File: src/include/addrgen_config.svh
`ifndef ADDRGEN_CONFIG_SVH
`define ADDRGEN_CONFIG_SVH

// Address bits on the AXI side
`define ADDR_WIDTH 32

// Data beat of the AXI bus, in bytes
`define AXI_BYTES 8
// log2 of the beat size, also the burst size field
`define AXI_SIZE_LOG 3

// Element count of one vector instruction
`define VL_WIDTH 16

// Entries of the load/store request queue
`define LS_QUEUE_DEPTH 4

// AXI4 INCR bursts stop at 256 beats
`define MAX_BURST_BEATS 256
// Bursts never cross a 4 KiB page
`define PAGE_BITS 12

`endif
File: src/verilog/addrgen_pkg.sv
package addrgen_pkg;

  `include "addrgen_config.svh"

  // Byte address on the memory bus
  typedef logic [`ADDR_WIDTH-1:0] addr_t;

  // Number of elements still to be requested
  typedef logic [`VL_WIDTH-1:0] vlen_t;

  // Element width, encoded as log2 of the byte count
  typedef enum logic [1:0] {
    EW8  = 2'd0,
    EW16 = 2'd1,
    EW32 = 2'd2,
    EW64 = 2'd3
  } vew_e;

  // Sequencer operation, only the first four touch memory
  typedef enum logic [2:0] {
    VLE      = 3'd0,
    VSE      = 3'd1,
    VLSE     = 3'd2,
    VSSE     = 3'd3,
    OP_OTHER = 3'd4
  } mem_op_e;

  // AXI length (beats minus one) and size fields
  typedef logic [7:0] ax_len_t;
  typedef logic [2:0] ax_size_t;

endpackage

File: src/verilog/addrgen_top.sv
module addrgen_top (
  input  logic                  clk_i,
  input  logic                  rst_ni,
  // Sequencer
  input  logic                  pe_req_valid_i,
  input  addrgen_pkg::mem_op_e  pe_op_i,
  input  addrgen_pkg::addr_t    pe_addr_i,
  input  addrgen_pkg::vlen_t    pe_vl_i,
  input  addrgen_pkg::addr_t    pe_stride_i,
  input  addrgen_pkg::vew_e     pe_vew_i,
  output logic                  addrgen_ack_o,
  output logic                  addrgen_error_o,
  // AXI address channels
  output logic                  ar_valid_o,
  input  logic                  ar_ready_i,
  output addrgen_pkg::addr_t    ar_addr_o,
  output addrgen_pkg::ax_len_t  ar_len_o,
  output addrgen_pkg::ax_size_t ar_size_o,
  output logic                  aw_valid_o,
  input  logic                  aw_ready_i,
  output addrgen_pkg::addr_t    aw_addr_o,
  output addrgen_pkg::ax_len_t  aw_len_o,
  output addrgen_pkg::ax_size_t aw_size_o,
  // Load/store units
  output logic                  ls_req_valid_o,
  input  logic                  ls_req_ready_i,
  output addrgen_pkg::addr_t    ls_addr_o,
  output addrgen_pkg::ax_len_t  ls_len_o,
  output addrgen_pkg::ax_size_t ls_size_o,
  output logic                  ls_is_load_o
);
  import addrgen_pkg::*;

  logic  gen_valid;
  addr_t gen_addr;
  vlen_t gen_len;
  addr_t gen_stride;
  vew_e  gen_vew;
  logic  gen_is_load;
  logic  gen_is_burst;
  logic  gen_done;
  logic  q_push;
  logic  q_full;
  logic  q_empty;
  logic  q_head_is_load;

  pe_req_intake pe_req_intake_inst (
    .clk_i          (clk_i),
    .rst_ni         (rst_ni),
    .pe_req_valid_i (pe_req_valid_i),
    .pe_op_i        (pe_op_i),
    .pe_addr_i      (pe_addr_i),
    .pe_vl_i        (pe_vl_i),
    .pe_stride_i    (pe_stride_i),
    .pe_vew_i       (pe_vew_i),
    .addrgen_ack_o  (addrgen_ack_o),
    .addrgen_error_o(addrgen_error_o),
    .gen_valid_o    (gen_valid),
    .gen_addr_o     (gen_addr),
    .gen_len_o      (gen_len),
    .gen_stride_o   (gen_stride),
    .gen_vew_o      (gen_vew),
    .gen_is_load_o  (gen_is_load),
    .gen_is_burst_o (gen_is_burst),
    .gen_done_i     (gen_done)
  );

  axi_req_gen axi_req_gen_inst (
    .clk_i           (clk_i),
    .rst_ni          (rst_ni),
    .gen_valid_i     (gen_valid),
    .gen_addr_i      (gen_addr),
    .gen_len_i       (gen_len),
    .gen_stride_i    (gen_stride),
    .gen_vew_i       (gen_vew),
    .gen_is_load_i   (gen_is_load),
    .gen_is_burst_i  (gen_is_burst),
    .gen_done_o      (gen_done),
    .ar_valid_o      (ar_valid_o),
    .ar_ready_i      (ar_ready_i),
    .ar_addr_o       (ar_addr_o),
    .ar_len_o        (ar_len_o),
    .ar_size_o       (ar_size_o),
    .aw_valid_o      (aw_valid_o),
    .aw_ready_i      (aw_ready_i),
    .aw_addr_o       (aw_addr_o),
    .aw_len_o        (aw_len_o),
    .aw_size_o       (aw_size_o),
    .q_push_o        (q_push),
    .q_full_i        (q_full),
    .q_empty_i       (q_empty),
    .q_head_is_load_i(q_head_is_load)
  );

  // AR and AW carry the same fields, and AR valid marks a load push
  ls_req_queue ls_req_queue_inst (
    .clk_i         (clk_i),
    .rst_ni        (rst_ni),
    .push_i        (q_push),
    .push_addr_i   (ar_addr_o),
    .push_len_i    (ar_len_o),
    .push_size_i   (ar_size_o),
    .push_is_load_i(ar_valid_o),
    .full_o        (q_full),
    .empty_o       (q_empty),
    .head_is_load_o(q_head_is_load),
    .ls_req_valid_o(ls_req_valid_o),
    .ls_req_ready_i(ls_req_ready_i),
    .ls_addr_o     (ls_addr_o),
    .ls_len_o      (ls_len_o),
    .ls_size_o     (ls_size_o),
    .ls_is_load_o  (ls_is_load_o)
  );

endmodule

File: src/verilog/ls_req_queue.sv
`include "addrgen_config.svh"

module ls_req_queue (
  input  logic                  clk_i,
  input  logic                  rst_ni,
  // Push side, one entry per AXI transfer
  input  logic                  push_i,
  input  addrgen_pkg::addr_t    push_addr_i,
  input  addrgen_pkg::ax_len_t  push_len_i,
  input  addrgen_pkg::ax_size_t push_size_i,
  input  logic                  push_is_load_i,
  output logic                  full_o,
  output logic                  empty_o,
  output logic                  head_is_load_o,
  // Load/store unit side
  output logic                  ls_req_valid_o,
  input  logic                  ls_req_ready_i,
  output addrgen_pkg::addr_t    ls_addr_o,
  output addrgen_pkg::ax_len_t  ls_len_o,
  output addrgen_pkg::ax_size_t ls_size_o,
  output logic                  ls_is_load_o
);
  import addrgen_pkg::*;

  localparam int unsigned DEPTH = `LS_QUEUE_DEPTH;
  localparam int unsigned PTR_W = $clog2(DEPTH);

  addr_t            addr_mem [DEPTH];
  ax_len_t          len_mem  [DEPTH];
  ax_size_t         size_mem [DEPTH];
  logic             load_mem [DEPTH];
  logic [PTR_W-1:0] rd_ptr_q, wr_ptr_q;
  logic [PTR_W:0]   count_q;
  logic             pop;

  assign full_o  = (count_q == (PTR_W + 1)'(DEPTH));
  assign empty_o = (count_q == '0);
  assign pop     = ls_req_valid_o && ls_req_ready_i;

  always_ff @(posedge clk_i or negedge rst_ni) begin
    if (!rst_ni) begin
      rd_ptr_q <= '0;
      wr_ptr_q <= '0;
      count_q  <= '0;
    end else begin
      if (push_i) wr_ptr_q <= (wr_ptr_q == PTR_W'(DEPTH - 1)) ? '0 : wr_ptr_q + 1'b1;
      if (pop) rd_ptr_q <= (rd_ptr_q == PTR_W'(DEPTH - 1)) ? '0 : rd_ptr_q + 1'b1;
      // Simultaneous push and pop leaves the count alone
      case ({push_i, pop})
        2'b10:   count_q <= count_q + 1'b1;
        2'b01:   count_q <= count_q - 1'b1;
        default: count_q <= count_q;
      endcase
    end
  end

  always_ff @(posedge clk_i) begin
    if (push_i) begin
      addr_mem[wr_ptr_q] <= push_addr_i;
      len_mem[wr_ptr_q]  <= push_len_i;
      size_mem[wr_ptr_q] <= push_size_i;
      load_mem[wr_ptr_q] <= push_is_load_i;
    end
  end

  // Head entry straight from the buffer
  assign ls_req_valid_o = !empty_o;
  assign ls_addr_o      = addr_mem[rd_ptr_q];
  assign ls_len_o       = len_mem[rd_ptr_q];
  assign ls_size_o      = size_mem[rd_ptr_q];
  assign ls_is_load_o   = load_mem[rd_ptr_q];
  assign head_is_load_o = load_mem[rd_ptr_q];

endmodule

File: src/verilog/axi_req_gen.sv
`include "addrgen_config.svh"

module axi_req_gen (
  input  logic                  clk_i,
  input  logic                  rst_ni,
  // Instruction from the intake
  input  logic                  gen_valid_i,
  input  addrgen_pkg::addr_t    gen_addr_i,
  input  addrgen_pkg::vlen_t    gen_len_i,
  input  addrgen_pkg::addr_t    gen_stride_i,
  input  addrgen_pkg::vew_e     gen_vew_i,
  input  logic                  gen_is_load_i,
  input  logic                  gen_is_burst_i,
  output logic                  gen_done_o,
  // AR channel
  output logic                  ar_valid_o,
  input  logic                  ar_ready_i,
  output addrgen_pkg::addr_t    ar_addr_o,
  output addrgen_pkg::ax_len_t  ar_len_o,
  output addrgen_pkg::ax_size_t ar_size_o,
  // AW channel
  output logic                  aw_valid_o,
  input  logic                  aw_ready_i,
  output addrgen_pkg::addr_t    aw_addr_o,
  output addrgen_pkg::ax_len_t  aw_len_o,
  output addrgen_pkg::ax_size_t aw_size_o,
  // Load/store queue status
  output logic                  q_push_o,
  input  logic                  q_full_i,
  input  logic                  q_empty_i,
  input  logic                  q_head_is_load_i
);
  import addrgen_pkg::*;

  typedef enum logic [1:0] {IDLE, PLAN, ISSUE} state_e;

  // Last byte of the next burst, from its start address and element count
  function automatic addr_t burst_end(addr_t a, vlen_t n, vew_e ew);
    addr_t start_al;
    addr_t cand;
    addr_t beat_cap;
    addr_t page_end;
    start_al = a & ~addr_t'(`AXI_BYTES - 1);
    // Round the last element byte up to the end of its bus word
    cand     = (a + (addr_t'(n) << ew) - addr_t'(1)) | addr_t'(`AXI_BYTES - 1);
    beat_cap = start_al + addr_t'(`MAX_BURST_BEATS * `AXI_BYTES - 1);
    page_end = a | addr_t'((1 << `PAGE_BITS) - 1);
    if (cand > beat_cap) cand = beat_cap;
    if (cand > page_end) cand = page_end;
    return cand;
  endfunction

  state_e   state_q;
  vlen_t    cnt_q;
  // Current request, no reset needed on the payload
  addr_t    addr_q;
  addr_t    stride_q;
  vew_e     vew_q;
  logic     is_load_q;
  logic     is_burst_q;
  addr_t    end_q;

  logic     issue_ok;
  logic     xfer;
  addr_t    start_al;
  addr_t    consumed;
  addr_t    addr_nxt;
  vlen_t    cnt_nxt;
  addr_t    plan_addr;
  vlen_t    plan_cnt;
  addr_t    end_nxt;
  ax_len_t  ax_len;
  ax_size_t ax_size;

  ////////////////////
  // Next request
  ////////////////////

  assign start_al = addr_q & ~addr_t'(`AXI_BYTES - 1);
  // Elements covered from the start address to the burst end
  assign consumed = (end_q - addr_q + addr_t'(1)) >> vew_q;

  always_comb begin
    if (is_burst_q) begin
      addr_nxt = end_q + addr_t'(1);
      // Last burst may run past the final element
      cnt_nxt  = (addr_t'(cnt_q) > consumed) ? cnt_q - vlen_t'(consumed) : '0;
    end else begin
      addr_nxt = addr_q + stride_q;
      cnt_nxt  = cnt_q - vlen_t'(1);
    end
  end

  // One end calculator, fed by the fresh request or by the one after a transfer
  assign plan_addr = (state_q == PLAN) ? addr_q : addr_nxt;
  assign plan_cnt  = (state_q == PLAN) ? cnt_q : cnt_nxt;
  assign end_nxt   = burst_end(plan_addr, plan_cnt, vew_q);

  ////////////////////
  // AXI handshake
  ////////////////////

  // Never mix directions in the queue, so responses come back in order
  assign issue_ok = (state_q == ISSUE) && !q_full_i &&
                    (q_empty_i || (q_head_is_load_i == is_load_q));

  assign ar_valid_o = issue_ok && is_load_q;
  assign aw_valid_o = issue_ok && !is_load_q;
  assign xfer       = (ar_valid_o && ar_ready_i) || (aw_valid_o && aw_ready_i);
  assign q_push_o   = xfer;

  // Empty instruction finishes straight from PLAN
  assign gen_done_o = (xfer && (cnt_nxt == '0)) || ((state_q == PLAN) && (cnt_q == '0));

  assign ax_len  = is_burst_q ? ax_len_t'((end_q - start_al) >> `AXI_SIZE_LOG) : '0;
  assign ax_size = is_burst_q ? ax_size_t'(`AXI_SIZE_LOG) : ax_size_t'(vew_q);

  assign ar_addr_o = addr_q;
  assign ar_len_o  = ax_len;
  assign ar_size_o = ax_size;
  assign aw_addr_o = addr_q;
  assign aw_len_o  = ax_len;
  assign aw_size_o = ax_size;

  always_ff @(posedge clk_i or negedge rst_ni) begin
    if (!rst_ni) begin
      state_q <= IDLE;
      cnt_q   <= '0;
    end else begin
      case (state_q)
        IDLE: begin
          if (gen_valid_i) begin
            cnt_q   <= gen_len_i;
            state_q <= PLAN;
          end
        end
        PLAN: state_q <= (cnt_q == '0) ? IDLE : ISSUE;
        ISSUE: begin
          if (xfer) begin
            cnt_q <= cnt_nxt;
            if (cnt_nxt == '0) state_q <= IDLE;
          end
        end
        default: state_q <= IDLE;
      endcase
    end
  end

  always_ff @(posedge clk_i) begin
    if ((state_q == IDLE) && gen_valid_i) begin
      addr_q     <= gen_addr_i;
      stride_q   <= gen_stride_i;
      vew_q      <= gen_vew_i;
      is_load_q  <= gen_is_load_i;
      is_burst_q <= gen_is_burst_i;
    end else if (xfer) begin
      addr_q <= addr_nxt;
    end
    // Burst end is registered so back to back bursts need no extra cycle
    if ((state_q == PLAN) || xfer) end_q <= end_nxt;
  end

endmodule

File: src/verilog/pe_req_intake.sv
module pe_req_intake (
  input  logic                 clk_i,
  input  logic                 rst_ni,
  // Sequencer side
  input  logic                 pe_req_valid_i,
  input  addrgen_pkg::mem_op_e pe_op_i,
  input  addrgen_pkg::addr_t   pe_addr_i,
  input  addrgen_pkg::vlen_t   pe_vl_i,
  input  addrgen_pkg::addr_t   pe_stride_i,
  input  addrgen_pkg::vew_e    pe_vew_i,
  output logic                 addrgen_ack_o,
  output logic                 addrgen_error_o,
  // Generator side
  output logic                 gen_valid_o,
  output addrgen_pkg::addr_t   gen_addr_o,
  output addrgen_pkg::vlen_t   gen_len_o,
  output addrgen_pkg::addr_t   gen_stride_o,
  output addrgen_pkg::vew_e    gen_vew_o,
  output logic                 gen_is_load_o,
  output logic                 gen_is_burst_o,
  input  logic                 gen_done_i
);
  import addrgen_pkg::*;

  typedef enum logic [1:0] {IDLE, CHECK, BUSY} state_e;

  state_e  state_q, state_d;
  logic    ack_q, ack_d;
  logic    capture;
  logic    misaligned;
  // Registered copy of the instruction
  mem_op_e op_q;
  addr_t   addr_q;
  vlen_t   vl_q;
  addr_t   stride_q;
  vew_e    vew_q;

  // Only memory operations are taken, everything else is left to other units
  assign capture = (state_q == IDLE) && pe_req_valid_i &&
                   (pe_op_i inside {VLE, VSE, VLSE, VSSE});

  // Base must be a multiple of the element size
  assign misaligned = |(addr_q & ((addr_t'(1) << vew_q) - addr_t'(1)));

  always_comb begin
    state_d = state_q;
    ack_d   = 1'b0;
    case (state_q)
      IDLE: begin
        if (capture) state_d = CHECK;
      end
      // Error path acknowledges right here, no AXI traffic
      CHECK: state_d = misaligned ? IDLE : BUSY;
      BUSY: begin
        if (gen_done_i) ack_d = 1'b1;
        // Stay one more cycle so the acked request is not taken twice
        if (ack_q) state_d = IDLE;
      end
      default: state_d = IDLE;
    endcase
  end

  always_ff @(posedge clk_i or negedge rst_ni) begin
    if (!rst_ni) begin
      state_q <= IDLE;
      ack_q   <= 1'b0;
    end else begin
      state_q <= state_d;
      ack_q   <= ack_d;
    end
  end

  always_ff @(posedge clk_i) begin
    if (capture) begin
      op_q     <= pe_op_i;
      addr_q   <= pe_addr_i;
      vl_q     <= pe_vl_i;
      stride_q <= pe_stride_i;
      vew_q    <= pe_vew_i;
    end
  end

  // Held from the check cycle until the generator reports done
  assign gen_valid_o    = ((state_q == CHECK) && !misaligned) || ((state_q == BUSY) && !ack_q);
  assign gen_addr_o     = addr_q;
  assign gen_len_o      = vl_q;
  assign gen_stride_o   = stride_q;
  assign gen_vew_o      = vew_q;
  assign gen_is_load_o  = op_q inside {VLE, VLSE};
  // Unit stride maps onto INCR bursts
  assign gen_is_burst_o = op_q inside {VLE, VSE};

  assign addrgen_error_o = (state_q == CHECK) && misaligned;
  assign addrgen_ack_o   = ack_q || addrgen_error_o;

endmodule

File: config.mk
export PLATFORM = sky130hd
export DESIGN_NAME = addrgen_top
export DESIGN_NICKNAME = d
export VERILOG_FILES = /design/src/verilog/addrgen_pkg.sv /design/src/verilog/addrgen_top.sv /design/src/verilog/ls_req_queue.sv /design/src/verilog/axi_req_gen.sv /design/src/verilog/pe_req_intake.sv
export VERILOG_INCLUDE_DIRS = /design/src /design/src/include
export SDC_FILE = /design/constraint.sdc
export NUM_CORES = 1
export LEC_CHECK = 0
export BUFFER_PORTS_ARGS = -buffer_cell sky130_fd_sc_hd__buf_2
export CORE_MARGIN = 1
export CORE_UTILIZATION = 45
export CTS_CLUSTER_SIZE = 12
export DETAILED_ROUTE_END_ITERATION = 8
export MAX_ROUTING_LAYER = met4
export PLACE_DENSITY_LB_ADDON = 0.08
export SETUP_SLACK_MARGIN = 0.05
export SLEW_MARGIN = 40
export SYNTH_ARGS = -nofsm -noshare
export SYNTH_HDL_FRONTEND = slang
export SYNTH_SLANG_ARGS = --single-unit
File: constraint.sdc
create_clock -name clk_i -period 30.8 [get_ports clk_i]
set_input_delay 1.54 -clock clk_i [delete_from_list [all_inputs] [get_ports clk_i]]
set_output_delay 1.54 -clock clk_i [all_outputs]
set_load 0.02 [all_outputs]
-- Word-level counts from Yosys, hierarchy flattened
Memories as Yosys holds them, arrays and structs flattened.
Cells that the tools add are included.
- $add $sub $neg: 15
- multiply operators: 0
- divide/modulo/power cells: 0
- magnitude comparators: 3
- equality and inequality tests: 20
- shift-type cells: 3
- muxes and demuxes: 30
- bitwise operators: 1
- reduce and logical (&&, ||, !) cells: 43
- operators by type and width (kind ; number):
    32-bit 2-to-1 mux ; 6
    16-bit 2-to-1 mux ; 5
    32-bit by 1-bit adder with 32-bit output (second input constant) ; 2
    32-bit adder ; 2
    32-bit greater-than comparator ; 2
    32-bit by 1-bit subtractor with 32-bit output (second input constant) ; 2
    32-bit by 11-bit adder with 32-bit output (second input constant) ; 1
    32-bit AND ; 1
    16-bit by 32-bit greater-than comparator with 1-bit output ; 1
    16-bit logical NOT ; 2
    16-bit one-hot mux with 2 select lines ; 1
    32-bit OR reduction ; 1
    1-bit by 2-bit << shifter with 32-bit output (first input constant) ; 1
    16-bit by 2-bit << shifter with 32-bit output ; 1
    32-bit by 2-bit >> shifter with 32-bit output ; 1
    32-bit subtractor ; 1
    2-bit 2-to-1 mux ; 10
    16-bit by 1-bit subtractor with 16-bit output (second input constant) ; 1
    16-bit subtractor ; 1
    1-bit logical AND ; 15
    2-bit one-hot mux with 3 select lines ; 2
    11-bit subtractor ; 1
    2-bit == test (second input constant) ; 5
    2-bit nonzero test ; 5
    other kinds (20) ; 45
- flip-flop bits (word level): 213
- bits in latches: 0
- bits in writable memories: 172
- memory bits (read-only): 0
- bits of input ports: 91
- output and inout port bits: 135
- word-level logic and storage cells: 138
- memories: 4
- memory list (memory ; depth ; width ; rd ports ; clocked after Yosys merged registers in ; write ports ; line ; text):
    ls_req_queue_inst.addr_mem ; 4 ; 32 ; 1 ; 0 ; 1 ; ls_req_queue.sv:28 ; addr_t addr_mem [DEPTH];
    ls_req_queue_inst.len_mem ; 4 ; 8 ; 1 ; 0 ; 1 ; ls_req_queue.sv:29 ; ax_len_t len_mem [DEPTH];
    ls_req_queue_inst.size_mem ; 4 ; 2 ; 1 ; 0 ; 1 ; ls_req_queue.sv:30 ; ax_size_t size_mem [DEPTH];
    ls_req_queue_inst.load_mem ; 4 ; 1 ; 1 ; 0 ; 1 ; ls_req_queue.sv:31 ; logic load_mem [DEPTH];

-- Longest topological paths before layout
Gate-level depths: netlist of run 1.
- depth after elaboration: 14
- depth in mapped cells: 73
- depth with buffers taken out: 66

-- By module
From an unflattened synthesis of run 1, not the netlist that was laid out.
- cell total of the unflattened synthesis: 2531
- area, all modules: 26646.8 um2
- modules (own cells, without submodules) (module ; times used ; cells each ; area each (um2) ; seq. area each (um2)):
    axi_req_gen ; 1 ; 2138 ; 16928.7 ; 3363.2
    ls_req_queue ; 1 ; 272 ; 6855.3 ; 5460.2
    pe_req_intake ; 1 ; 121 ; 2862.7 ; 2627.5

-- Least setup slack after synthesis of run 1
Ideal clock, no wire load.
- path type: reg2reg
- start point: register axi_req_gen_inst.addr_q[8] (netlist: axi_req_gen_inst.ar_addr_o[8])
- end point: register axi_req_gen_inst.end_q[13] (data pin)
- setup time: 0.260 ns
- data arrival time: 14.537 ns
- required time: 30.540 ns
- path slack: 16.004 ns
- cell stages (with the launch flop): 64
- buffers on the path: 8
- period minus slack after synthesis: 14.796 ns
- cells stage by stage: edfxtp_1 -> inv_1 -> ha_1 -> fa_1 -> nand2_1 -> o21ai_0 -> o21bai_1 -> nor2b_1 -> xor2_1 -> nor2_1 -> nor2_1 -> mux2_2 -> ha_1 -> clkbuf_1 -> and3_1 -> and2_1 -> a32o_1 -> or4_1 -> (+28 left out) -> o21ai_0 -> a2111oi_0 -> a31o_2 -> clkbuf_1 -> buf_2 -> buf_1 -> clkbuf_1 -> clkbuf_1 -> o21ai_0 -> ha_1 -> nand4_1 -> or2_2 -> nor3_1 -> nand2_1 -> or4_4 -> or4_4 -> nand2_8 -> mux2_2
- longest elaborated chain between the ends: 14
- elaborated cells on any way between the ends: 19
- those cells by class: 7 x add/sub; 3 x order compare; 2 x shift; 7 x mux
- ends and longest elaborated chain (what ; line ; text):
    start, declared ; axi_req_gen.sv:56 ; addr_t addr_q;
    start signal, assigned ; axi_req_gen.sv:151 ; addr_q <= gen_addr_i;
    start signal, assigned ; axi_req_gen.sv:157 ; addr_q <= addr_nxt;
    32-bit subtractor ; axi_req_gen.sv:81 ; assign consumed = (end_q - addr_q + addr_t'(1)) >> vew_q;
    32-bit by 1-bit adder with 32-bit output ; axi_req_gen.sv:81 ;
    32-bit by 2-bit >> shifter with 32-bit output ; axi_req_gen.sv:81 ;
    16-bit by 32-bit greater-than comparator with 1-bit output or 16-bit subtractor (tied branches) ; axi_req_gen.sv:87 ; cnt_nxt = (addr_t'(cnt_q) > consumed) ? cnt_q - vlen_t'(consumed) : '0;
    16-bit 2-to-1 mux ; axi_req_gen.sv:87 ;
    16-bit 2-to-1 mux ; axi_req_gen.sv:84 ; if (is_burst_q) begin
    16-bit 2-to-1 mux ; axi_req_gen.sv:96 ; assign plan_cnt = (state_q == PLAN) ? cnt_q : cnt_nxt;
    16-bit by 2-bit << shifter with 32-bit output ; axi_req_gen.sv:45 ; cand = (a + (addr_t'(n) << ew) - addr_t'(1)) | addr_t'(`AXI_BYTES - 1);
    32-bit adder ; axi_req_gen.sv:45 ;
    32-bit by 1-bit subtractor with 32-bit output ; axi_req_gen.sv:45 ;
    32-bit greater-than comparator ; axi_req_gen.sv:48 ; if (cand > beat_cap) cand = beat_cap;
    32-bit 2-to-1 mux ; axi_req_gen.sv:48 ;
    32-bit greater-than comparator ; axi_req_gen.sv:49 ; if (cand > page_end) cand = page_end;
    32-bit 2-to-1 mux * ; axi_req_gen.sv:49 ;
    net axi_req_gen_inst.end_nxt[13] ; axi_req_gen.sv:71 ; addr_t end_nxt;
    end signal, assigned ; axi_req_gen.sv:160 ; if ((state_q == PLAN) || xfer) end_q <= end_nxt;
    end, declared ; axi_req_gen.sv:61 ; addr_t end_q;
Mark *: on every way through the listed nets, which the timed path passes. The rest lies on a longest branch.
A chain may end at the register's enable or synchronous reset.

-- Final worst setup path of run 1
Ends and elaborated chain as after synthesis.

==> results of run 1 <==
[cell type report]
type	count	area [µm²]	share of cell area
multi-input cells	1841	13700	0.469
flip-flops and latches	382	11300	0.388
repair buffers	251	1350	0.0462
clock buffers	53	1110	0.0381
well taps	765	957	0.0328
inverters	156	586	0.0200
clock inverters	17	165	0.00565
diodes	3	7.51	0.000257
[metrics by stage]
step | setup WS, ns | cells | utilization | cell area (µm²)
global route | 11.99 | 3466 | 0.506 | 29200
global placement | 13.72 | 3394 | 0.483 | 27900
CTS | 13.26 | 3464 | 0.506 | 29200
finish | 13.28 | 3468 | 0.506 | 29200
detailed placement | 13.35 | 3394 | 0.483 | 27900
floorplan | 16.00 | 2519 | - | 26300
[worst max-delay path, delay by kind of cell (launching register included)]
family	cells	cell delay [ns]
AOI/OAI and AO/OA	22	5.97
DFF	1	0.50
adders and majority gates	7	2.42
xor gates and xnor gates	1	0.20
muxes	2	0.87
and+or+nand+nor	20	5.82
buffers and inverters	4	1.46
[cells by family after synthesis]
| logic type | share of synthesized area |
|---|---|
| AOI/OAI and AO/OA | 0.143 |
| xor gates and xnor gates | 0.0496 |
| adders and majority gates | 0.112 |
| buffers and inverters | 0.0495 |
| DFF | 0.431 |
| muxes | 0.0722 |
| other | 0.000143 |
| and+or+nand+nor | 0.143 |
[sequential cells by signal (all words and copies together), names as in the netlist]
register	flops
pe_req_intake_inst.gen_vew_o	2
axi_req_gen_inst.end_q	29
axi_req_gen_inst.state_q	2
pe_req_intake_inst.gen_len_o	16
pe_req_intake_inst.state_q	2
pe_req_intake_inst.gen_stride_o	32
pe_req_intake_inst.ack_q	1
pe_req_intake_inst.op_q	3
axi_req_gen_inst.cnt_q	16
ls_req_queue_inst.size_mem	8
axi_req_gen_inst.is_load_q	1
ls_req_queue_inst.addr_mem	128
axi_req_gen_inst.vew_q	2
pe_req_intake_inst.gen_addr_o	32
ls_req_queue_inst.count_q	3
ls_req_queue_inst.wr_ptr_q	2
ls_req_queue_inst.load_mem	4
axi_req_gen_inst.is_burst_q	1
ls_req_queue_inst.len_mem	32
axi_req_gen_inst.ar_addr_o	32
ls_req_queue_inst.rd_ptr_q	2
axi_req_gen_inst.stride_q	32
[layer usage]
layer	GRT usage	wire length [µm]
met5	-	0
met4	0.0528	1250
met3	0.0256	4190
met2	0.414	35400
met1	0.399	38500
[cell usage after synthesis (11+ instances only)]
master	number
sky130_fd_sc_hd__a31oi_1	31
sky130_fd_sc_hd__xor2_1	58
sky130_fd_sc_hd__buf_1	17
sky130_fd_sc_hd__nor2b_1	26
sky130_fd_sc_hd__or2_2	14
sky130_fd_sc_hd__o21ai_0	139
sky130_fd_sc_hd__a211oi_1	18
sky130_fd_sc_hd__nand3_1	52
sky130_fd_sc_hd__nor2_1	193
sky130_fd_sc_hd__o22ai_1	11
sky130_fd_sc_hd__buf_4	45
sky130_fd_sc_hd__o21bai_1	16
sky130_fd_sc_hd__xnor2_1	89
sky130_fd_sc_hd__o31ai_1	11
sky130_fd_sc_hd__o211ai_1	16
sky130_fd_sc_hd__ha_1	221
sky130_fd_sc_hd__and2_1	24
sky130_fd_sc_hd__clkbuf_1	70
sky130_fd_sc_hd__dfrtp_1	28
sky130_fd_sc_hd__a21oi_1	142
sky130_fd_sc_hd__nor4_1	15
sky130_fd_sc_hd__mux2i_1	49
sky130_fd_sc_hd__edfxtp_1	354
sky130_fd_sc_hd__o21a_1	22
sky130_fd_sc_hd__a21o_1	56
sky130_fd_sc_hd__nor3_1	61
sky130_fd_sc_hd__nor3b_1	12
sky130_fd_sc_hd__nand2_1	207
sky130_fd_sc_hd__and4_1	14
sky130_fd_sc_hd__nand4_1	33
sky130_fd_sc_hd__mux4_2	48
sky130_fd_sc_hd__nand2b_1	18
sky130_fd_sc_hd__or3_1	32
sky130_fd_sc_hd__inv_1	154
sky130_fd_sc_hd__and3_1	20
sky130_fd_sc_hd__mux2_2	23
[cells in the final DEF (no fill, tap or decap), types with 43 or more instances in the layout]
master | Yosys | routed
sky130_fd_sc_hd__a21o_1 | 56 | 56
sky130_fd_sc_hd__a21oi_1 | 142 | 141
sky130_fd_sc_hd__buf_2 | 6 | 222
sky130_fd_sc_hd__clkbuf_16 | 0 | 43
sky130_fd_sc_hd__edfxtp_1 | 354 | 354
sky130_fd_sc_hd__ha_1 | 221 | 221
sky130_fd_sc_hd__inv_1 | 154 | 152
sky130_fd_sc_hd__mux2i_1 | 49 | 46
sky130_fd_sc_hd__mux4_2 | 48 | 48
sky130_fd_sc_hd__nand2_1 | 207 | 207
sky130_fd_sc_hd__nand3_1 | 52 | 52
sky130_fd_sc_hd__nor2_1 | 193 | 192
sky130_fd_sc_hd__nor3_1 | 61 | 61
sky130_fd_sc_hd__o21ai_0 | 139 | 139
sky130_fd_sc_hd__xnor2_1 | 89 | 89
sky130_fd_sc_hd__xor2_1 | 58 | 58
[final timing paths]
check | startpoint | end | slack [ns]
setup / recovery | axi_req_gen_inst.ar_addr_o[8] | axi_req_gen_inst.end_q[13] | 13.28
hold / removal | pe_req_intake_inst.gen_stride_o[13] | axi_req_gen_inst.stride_q[13] | 0.41
setup reg to reg | axi_req_gen_inst.ar_addr_o[8] | axi_req_gen_inst.end_q[13] | 13.28
hold reg to reg | pe_req_intake_inst.gen_stride_o[13] | axi_req_gen_inst.stride_q[13] | 0.41
max in group asynchronous | rst_ni | ls_req_queue_inst.rd_ptr_q[0] | 29.25
min in group asynchronous | rst_ni | axi_req_gen_inst.cnt_q[12] | 1.02
==> flow_results.org, run 1 <==
** Floorplanning
- Overall die height :: 244 µm
- In this run the count of I/O pins placed on the die edge is 226.
- Starting utilization of the core area :: 0.456
- The core region is 57,700 µm².
- Die area :: 59,400 µm²
- Placement row count :: 88
- Width of the die :: 244 µm

** Drt
- In the routed layout, each cell is associated on average with a via count of 5.90.
- The first TritonRoute pass finished after 6 iterations.
- Antenna Violating Nets Remaining :: 0
- Via count :: 20,500
- After detailed routing, the total wire length is 79,300 µm.
- For this block, the initial DRC count from the detailed router was 1,547.
- Number of DRC violations after detailed routing :: 0
- Routed WL per cell :: 22.9 µm

** Finish
- Syn-to-layout area delta :: 11.1%
- Of the cells placed in the final design, the portion with a size suffix greater than 1 is 0.161.
- Net count of the finished layout :: 2,996
- Final-layout fill cell count :: 5,342

** STA
- The routed design could run at a clock period as short as 17.52 ns.
- Endpoints failing hold :: 0
- Final period util :: 0.569
- Pin slew with the least headroom to its limit :: 0.864 ns
- For this run, the top clock speed supported by timing is 0.0571 GHz.
- Max Transition Viols Final :: 0
- Final setup vio count :: 0
- Post-Route Hold Slack :: 0.413 ns
- Worst Skew :: 0.0289 ns
- Setup repair after global routing missed its margin :: false
- In this run the tightest slew margin relative to its limit is 0.407.
- Sum Neg Setup Slack :: 0 ns

** GRT
- In the global route stage, overall resource usage came out at 0.273.
- The number of global-route vias before repair was 19,800.
- The initial antenna violation count was 1.
- Largest net degree at the start of global routing :: 66
- Summed over all layers, the global routing overflow is 0.
- The first global-routing pass estimated 121,000 µm of wire.

** Logic synthesis
- Number of cells produced by synthesis :: 2,517
- Sequential fraction of the synthesis area :: 0.431
- The share of synthesized area in the top cell type comes to 0.404.
- Post-synthesis async set-or-reset flop share :: 0.0733
- The most used flip-flop cell after synthesis is sky130_fd_sc_hd__edfxtp_1.
- Leading cell types by total area after synthesis :: sky130_fd_sc_hd__edfxtp_1 (40%), sky130_fd_sc_hd__ha_1 (11%), sky130_fd_sc_hd__mux4_2 (4.1%)
- Seq cells post-synth :: 382
- Summed over all instances, the cell type with the most area after synthesis is sky130_fd_sc_hd__edfxtp_1.
- Yosys warning count :: 0
- The mapped netlist covers 26,300 µm².
- Mean post-synth cell area :: 10.4 µm²
- Number of distinct library cells after synthesis :: 92
- Number of synthesized flops with an enable pin :: 354

** CTS
- The clock net in this run drives a total of 382 sinks.
- Number of buffers on the longest clock path :: 3
- Number of buffers inserted for hold repair after clock tree synthesis :: 0
- The later pin in the worst-skew pair is clocked with a latency of 0.59 ns.
- After clock tree synthesis, the clock-pin slew on the worst setup and hold paths is 0.06 ns.
- Post-CTS Setup Bufs :: 0
- TritonCTS created 43 clock buffers.
- CTS H-tree lvls :: 2
- TritonCTS built the clock tree.
- CTS Root Buffer Type :: sky130_fd_sc_hd__clkbuf_16
- CTS-repair resized insts :: 0

** Worst setup path
- Worst path arrival time :: 17.86 ns
- Data required, critical path :: 31.14 ns
- Worst-case reg-to-reg path depth :: 56
- In this run the worst path has a maximum fanout of 56.
- Among all stages on the critical path, the largest delay is contributed by sky130_fd_sc_hd__a2111oi_1.
- Class of the most critical setup path :: reg -> reg
- Maximum cell stage delay along the critical path :: 0.83 ns
- STA classifies the critical path startpoint as a register.
- The most numerous cell type found on the critical path is sky130_fd_sc_hd__ha_1.
- STA classifies the critical path endpoint as a register.

** Placement
- Quantity of I/O buffers inserted on ports :: 222
- Routability-driven placement finished with a final weighted congestion of 0.966.
- DP HPWL :: 60,300 µm

** Hold path
- The min-delay analysis places its worst path in the category reg -> reg.
- Count of cells along the worst hold path :: 0

** Status
- The run finished with clean final reports.

** Job
- The tool flagged a number of max-cap violations equal to 0.
Power of run 1 is left out: the tool's default activity adds up to more than one toggle a clock period on the data nets, which glitch-free logic cannot reach.
==> inputs of run 2 (changes only) <==
- clock period: 30.8 -> 14.31 ns (I/O delays scaled with it)
==> run 2 against run 1 <==
Non-clock buffer count increased by 98. Die area did not move. Register-to-register slack worse by 13 ns. Routed wire length down 0.95%. Sequential cell count is the same.
==> flow_results.org, run 2 (synthesized netlist as in run 1, its figures left out) <==
** Status
- Result of the run :: finished, final reports clean (unchanged)

** CTS
- Number of buffers on the longest clock path :: 3 (unchanged)
- TritonCTS clock tree :: built (unchanged)
- Clock Pin Slew Worst Setup and Hold Paths :: 0.06 ns (about the same)
- Clk Latency, worst-skew pair :: 0.57 ns (was 0.59 ns)
- The TritonCTS buffer count is 43 (unchanged).
- CTS H-tree lvls :: 2 (unchanged)
- CTS sink cnt :: 382 (unchanged)
- Number of buffers inserted for hold repair after clock tree synthesis :: 0 (unchanged)
- The library cell used as clock root buffer was sky130_fd_sc_hd__clkbuf_16 (unchanged).

** STA
- Max Transition Viols Final :: 0 (unchanged)
- The final setup violation count was 0 (unchanged).
- Setup repair after global routing missed its margin: false (unchanged).
- The slew at the pin closest to its max-slew limit was 0.865 ns (was 0.864 ns).
- Final period util :: 0.949 (was 0.569)
- Tmin final :: 13.57 ns (was 17.52 ns)
- The largest clock skew in the final design is 0.0174 ns (was 0.0289 ns).
- The relative max-transition margin came to 0.416 (was 0.407).
- The fmax is 0.0737 GHz (was 0.0571 GHz).
- Endpoints failing hold :: 0 (unchanged)
- The final setup TNS was 0 ns (unchanged).
- The worst hold margin was 0.197 ns (was 0.413 ns).

** Worst setup path
- The startpoint type of the worst setup path was a register (unchanged).
- The largest driver fanout on the critical path came to 7 (was 56).
- The delay of the slowest cell on the worst path came to 0.62 ns (was 0.83 ns).
- The worst-path cell with the longest stage delay is sky130_fd_sc_hd__fa_2 (was sky130_fd_sc_hd__a2111oi_1).
- The path type of the worst setup path is reg -> reg (unchanged).
- Worst path arrival time :: 13.88 ns (was 17.86 ns)
- The most frequent cell on the critical path is sky130_fd_sc_hd__ha_1 (unchanged).
- The required time at the endpoint of the critical path is 14.62 ns (was 31.14 ns).
- The endpoint type of the worst setup path was a register (unchanged).

** Floorplanning
- The vertical die dimension came to 244 µm (unchanged).
- The width of the die is 244 µm (unchanged).
- The total die area is 59,400 µm² (unchanged).
- Number of top-level pins :: 226 (unchanged)
- The placeable core region came to 57,700 µm² (unchanged).
- Placement row count :: 88 (unchanged)
- Starting utilization of the core area :: 0.456 (unchanged)

** Placement
- The instance count after placement with tap cells included was 3,485 (was 3,394).
- Quantity of I/O buffers inserted on ports :: 222 (unchanged)
- The half-perimeter wire length of the detailed placement result was 60,800 µm (was 60,300 µm).
- The routability congestion estimate was 0.962 (was 0.966).

** GRT
- The initial antenna violation count was 0 (was 1).
- Vias in the first global route :: 20,400 (was 19,800)
- Aggregate global-route resource usage :: 0.271 (was 0.273)
- Largest net degree at the start of global routing :: 66 (unchanged)
- First-pass GRT wire length :: 121,000 µm (about the same)
- Global route overflow :: 0 (unchanged)

** Finish
- Net count of the finished layout :: 3,095 (was 2,996)
- The relative area change from synthesis to final layout came to 14.7% (was 11.1%).
- Antenna Diode Count :: 0 (was 3)
- The share of layout cells above drive strength 1 is 0.197 (was 0.161).
- Max reg flops :: 128 (unchanged)
- Most frequent cells in the layout: sky130_fd_sc_hd__edfxtp_1 (354), sky130_fd_sc_hd__buf_2 (222), sky130_fd_sc_hd__ha_1 (221) (unchanged).
- Most common cell after layout, fill and taps aside :: sky130_fd_sc_hd__edfxtp_1 (unchanged)
- Reg with most FFs :: ls_req_queue_inst.addr_mem (unchanged)
- The number of standard cells in the layout, taps in and fillers out was 3,569 (was 3,468).

** Drt
- The number of search-and-repair iterations in the first detailed-routing pass is 5 (was 6).
- Number of DRC violations after detailed routing :: 0 (unchanged)
- The total number of vias came to 20,700 (was 20,500).
- Final routed wirelength across all metal layers :: 78,600 µm (was 79,300 µm)
- The number of DRC markers after the initial detailed-route iteration came to 1,420 (was 1,547).
- The detail-routed via count per cell is 5.79 (was 5.90).
- Routed WL per cell :: 22.0 µm (was 22.9 µm)
- The residual antenna-violating net count after detailed routing was 0 (unchanged).

** Hold path
- The path category of the worst min-delay check was in -> async (was reg -> reg).

** Job
- The max-cap check violation count came to 0 (unchanged).
[run 2: cell count changes in the layout (fill, tap and decap cells not counted), moves of 3 or more]
cell and delta:
sky130_fd_sc_hd__bufinv_16 +3, sky130_fd_sc_hd__buf_6 +3, sky130_fd_sc_hd__diode_2 -3, sky130_fd_sc_hd__o21ai_1 +7, sky130_fd_sc_hd__buf_4 +95, sky130_fd_sc_hd__clkbuf_1 +4, sky130_fd_sc_hd__o21ai_0 -9
[run 2: worst paths after layout]
| check | cells after the start | start | slack [ns] | endpoint |
|---|---|---|---|---|
| max | 59 | axi_req_gen_inst.end_q[3] | 0.74 | axi_req_gen_inst.end_q[17] |
| min | 1 | rst_ni | 0.20 | axi_req_gen_inst.cnt_q[5] |
| max reg2reg | 59 | axi_req_gen_inst.end_q[3] | 0.74 | axi_req_gen_inst.end_q[17] |
| min reg2reg | 0 | pe_req_intake_inst.gen_stride_o[29] | 0.42 | axi_req_gen_inst.stride_q[29] |
| max in group asynchronous | 1 | rst_ni | 13.59 | ls_req_queue_inst.rd_ptr_q[1] |
| min in group clk_i | 1 | pe_stride_i[24] | 0.32 | pe_req_intake_inst.gen_stride_o[24] |
[run 2: cell type report]
| class | instances | area [µm²] |
|---|---|---|
| Sequential cell | 382 | 11300 |
| Timing Repair Buffer | 349 | 2100 |
| Clock inverter | 17 | 225 |
| Inverter | 156 | 586 |
| Clock buffer | 58 | 1140 |
| Multi-Input combinational cell | 1842 | 13800 |
| Fill cell | 5295 | 27500 |
| Tap cell | 765 | 957 |
[run 2: routing by layer]
layer | wire length [µm] | up-vias | global-route usage
met1 | 37500 | 10200 | 0.387
li1 | - | 9828 | -
met2 | 35000 | 579 | 0.408
met5 | 0 | - | -
met3 | 4550 | 85 | 0.0355
met4 | 1470 | 0 | 0.0616
[run 2: through the flow]
step	instance area, µm²	worst slack [ns]	utilization
after floorplan	26300	0.115	-
after global placement	28600	0.312	0.495
after detailed placement	28600	0.157	0.495
after CTS	30000	0.105	0.519
after global routing	30200	0.0587	0.523
final	30200	0.735	0.523
[run 2: worst max-delay path, delay by kind of cell (launching register included)]
family          cells  cell delay, ns
xor+xnor            1            0.18
compound gates     20            3.94
mux                 3            1.15
flops               1            0.39
fa+ha+maj           7            2.24
simple gates       20            4.45
buf+inv             8            0.93
[run 2: what timing repair did]
item	in CTS	in global routing
cloned	0	1
pin swaps	0	15
endpoints found under the hold margin	0	0
resized for setup	1	37
setup endpoints to repair	2	29
buffers inserted	0	8
Power of run 2 is left out for the same reason.
==> inputs of run 3 (changes only) <==
- CELL_PAD_IN_SITES_DETAIL_PLACEMENT: not set -> 1
- CELL_PAD_IN_SITES_GLOBAL_PLACEMENT: not set -> 1
- CORE_MARGIN: 1 -> 4
- CORE_UTILIZATION: 45 -> 44
==> run 3 against run 2 <==
Worst setup slack got worse by 0.14 ns. Highest routed layer unchanged. Clock skew decreased by 0.0047 ns. Via count increased by 1.8%. Critical endpoint is now axi_req_gen_inst.end_q[3]. Sequential cell count unchanged. Non-clock buffer count increased by 9. Routed wire length increased by 9.8%.
==> flow_results.org, run 3 (synthesized netlist as in run 1, its figures left out) <==
** Status
- Result of the run :: finished, final reports clean (unchanged)

** Floorplanning
- Starting utilization of the core area :: 0.445 (was 0.456)
- Width of the die :: 252 µm (was 244 µm)
- The vertical die dimension is 252 µm (was 244 µm).
- Number of top-level pins :: 226 (unchanged)
- Die area :: 63,700 µm² (was 59,400 µm²)
- Placement row count :: 89 (was 88)
- Core region area :: 59,100 µm² (was 57,700 µm²)

** Drt
- Number of DRC violations after detailed routing :: 0 (unchanged)
- The residual antenna-violating net count after detailed routing is 0 (unchanged).
- Via-per-instance ratio :: 5.87 (was 5.79)
- Final routed wirelength across all metal layers :: 86,300 µm (was 78,600 µm)
- Via count :: 21,000 (was 20,700)
- Routed WL per cell :: 24.1 µm (was 22.0 µm)
- Initial DRC Count :: 1,270 (was 1,420)
- The number of search-and-repair iterations in the first detailed-routing pass is 5 (unchanged).

** GRT
- The overall global routing resource usage is 0.271 (about the same).
- The global-route wire length before repair was 131,000 µm (was 121,000 µm).
- The largest net degree at the start of global routing came to 66 (unchanged).
- The initial antenna violation count was 0 (unchanged).
- Global route overflow :: 0 (unchanged)
- The number of global-route vias before repair came to 21,700 (was 20,400).

** Placement
- Global placement routability congestion :: 0.950 (was 0.962)
- The half-perimeter wire length of the detailed placement result came to 67,500 µm (was 60,800 µm).
- The number of buffer cells added on primary ports came to 222 (unchanged).
- Instance area at placement :: 28,600 µm² (about the same)

** Finish
- Most frequent cells in the layout: sky130_fd_sc_hd__edfxtp_1 (354), sky130_fd_sc_hd__buf_2 (222), sky130_fd_sc_hd__ha_1 (218) (was sky130_fd_sc_hd__edfxtp_1 (354), sky130_fd_sc_hd__buf_2 (222), sky130_fd_sc_hd__ha_1 (221)).
- The most frequent standard cell in the layout excluding fill and tap cells is sky130_fd_sc_hd__edfxtp_1 (unchanged).
- Total non-filler cell area in the finished layout :: 30,300 µm² (was 30,200 µm²)
- Reg with most FFs :: ls_req_queue_inst.addr_mem (unchanged)
- The relative area change from synthesis to final layout was 15.3% (was 14.7%).
- Ratio of cells with drive above 1 in the final layout :: 0.207 (was 0.197)
- Net count of the finished layout :: 3,104 (was 3,095)
- Max reg flops :: 128 (unchanged)

** Worst setup path
- The delay of the slowest cell on the worst path is 0.57 ns (was 0.62 ns).
- CP startpoint kind :: register (unchanged)
- The most frequent cell on the critical path is sky130_fd_sc_hd__ha_1 (unchanged).
- The required time at the endpoint of the critical path was 14.56 ns (was 14.62 ns).
- Endpoint of the worst register-to-register path :: axi_req_gen_inst.end_q[3] (was axi_req_gen_inst.end_q[17])
- The endpoint type of the worst setup path is a register (unchanged).
- The minimum setup slack among reg-to-reg paths is 0.60 ns (was 0.74 ns).
- Maximum net fanout on the critical path :: 6 (was 7)
- Class of the most critical setup path :: reg -> reg (unchanged)
- The source of the worst register-to-register timing path is axi_req_gen_inst.ar_addr_o[5] (was axi_req_gen_inst.end_q[3]).
- Worst-case reg-to-reg path depth :: 59 (unchanged)
- Library cell contributing the largest single delay on the critical path :: sky130_fd_sc_hd__mux4_2 (was sky130_fd_sc_hd__fa_2)
- Worst path arrival time :: 13.96 ns (was 13.88 ns)

** STA
- Worst Skew :: 0.0127 ns (was 0.0174 ns)
- Endpoints failing hold :: 0 (unchanged)
- Highest attainable clock frequency :: 0.0729 GHz (was 0.0737 GHz)
- The slew at the pin closest to its max-slew limit was 0.903 ns (was 0.865 ns).
- Worst slew margin relative to its limit :: 0.398 (was 0.416)
- The final setup violation count came to 0 (unchanged).
- The fraction of the cycle the final worst path needs was 0.958 (was 0.949).
- Tmin final :: 13.71 ns (was 13.57 ns)
- Max Transition Viols Final :: 0 (unchanged)

** CTS
- The worst-skew pair later-pin latency is 0.56 ns (was 0.57 ns).
- The number of buffers added to fix hold violations after cts came to 0 (unchanged).
- The clock tree from TritonCTS was built (unchanged).
- CTS sink cnt :: 382 (unchanged)
- The count of H-tree levels built during CTS came to 2 (unchanged).
- The maximum buffer depth of the clock tree is 3 (unchanged).
- Clock Pin Slew Worst Setup and Hold Paths :: 0.06 ns (about the same)
- The library cell used as clock root buffer is sky130_fd_sc_hd__clkbuf_16 (unchanged).
- Number of buffers inserted during clock tree synthesis :: 43 (unchanged)

** Hold path
- Hold/Removal Path Class :: in -> async (unchanged)

** Job
- The max-cap check violation count is 0 (unchanged).
[run 3: cell types whose count changed in the layout (fill, tap and decap cells not counted), sizes merged]
cell	change
clkbuf	-9
inv	-6
bufinv	-2
clkinvlp	+5
clkinv	+6
diode	+1
buf	+9
[run 3: metal layers]
layer  track usage  share of wire  wire, µm
met3        0.0232          0.038      3260
met1         0.385           0.48     41300
met4        0.0433          0.013      1150
met2         0.437           0.47     40500
met5             -              0         0
[run 3: how the worst max path moves through the flow]
stage,start,endpoint,slack (ns)
after global placement,axi_req_gen_inst.end_q[3],axi_req_gen_inst.end_q[24],0.33
after detailed placement,axi_req_gen_inst.ar_addr_o[4],axi_req_gen_inst.end_q[13],-0.14
final,axi_req_gen_inst.ar_addr_o[5],axi_req_gen_inst.end_q[3],0.60
after CTS,axi_req_gen_inst.end_q[3],axi_req_gen_inst.end_q[13],0.06
after global routing,axi_req_gen_inst.end_q[3],axi_req_gen_inst.end_q[16],-0.03
after floorplan,axi_req_gen_inst.ar_addr_o[4],axi_req_gen_inst.end_q[13],0.12
[run 3: what timing repair did]
| item | CTS | global route |
|---|---|---|
| gates cloned | 0 | 1 |
| pin swaps | 1 | 31 |
| endpoints found under the setup margin | 21 | 29 |
| gates resized for setup | 6 | 60 |
| buffers inserted | 1 | 13 |
[run 3: worst max-delay path, delay by kind of cell (launching register included)]
kind	cells	cell delay [ns]
and+or+nand+nor	21	5.05
AOI/OAI and AO/OA	22	4.39
adders and majority gates	7	1.92
muxes	1	0.57
buffers and inverters	8	1.09
DFF	1	0.40
[run 3: cell type report]
cell class / count / area [µm²]
multi-input combinational: 1842 / 14000
tap: 773 / 967
inverter: 156 / 589
clock inverter: 20 / 188
clock buffer: 49 / 1100
timing repair buffer: 358 / 2180
fill: 6510 / 28800
sequential: 382 / 11300
antenna: 1 / 2.50
[run 3: per-stage QoR]
stage | util | cells | setup WS [ns] | hold slack [ns] | TNS [ns]
6_report | 0.513 | 3581 | 0.597 | 0.0375 | 0
5_1_grt | 0.513 | 3580 | -0.0271 | 0.0367 | -0.155
4_1_cts | 0.506 | 3565 | 0.0622 | 0.210 | 0
3_5_place_dp | 0.484 | 3495 | -0.137 | 0.405 | -1.47
3_3_place_gp | 0.484 | 3495 | 0.326 | 0.405 | 0
2_1_floorplan | - | 2519 | 0.115 | 0.400 | 0
Power of run 3 is left out for the same reason.
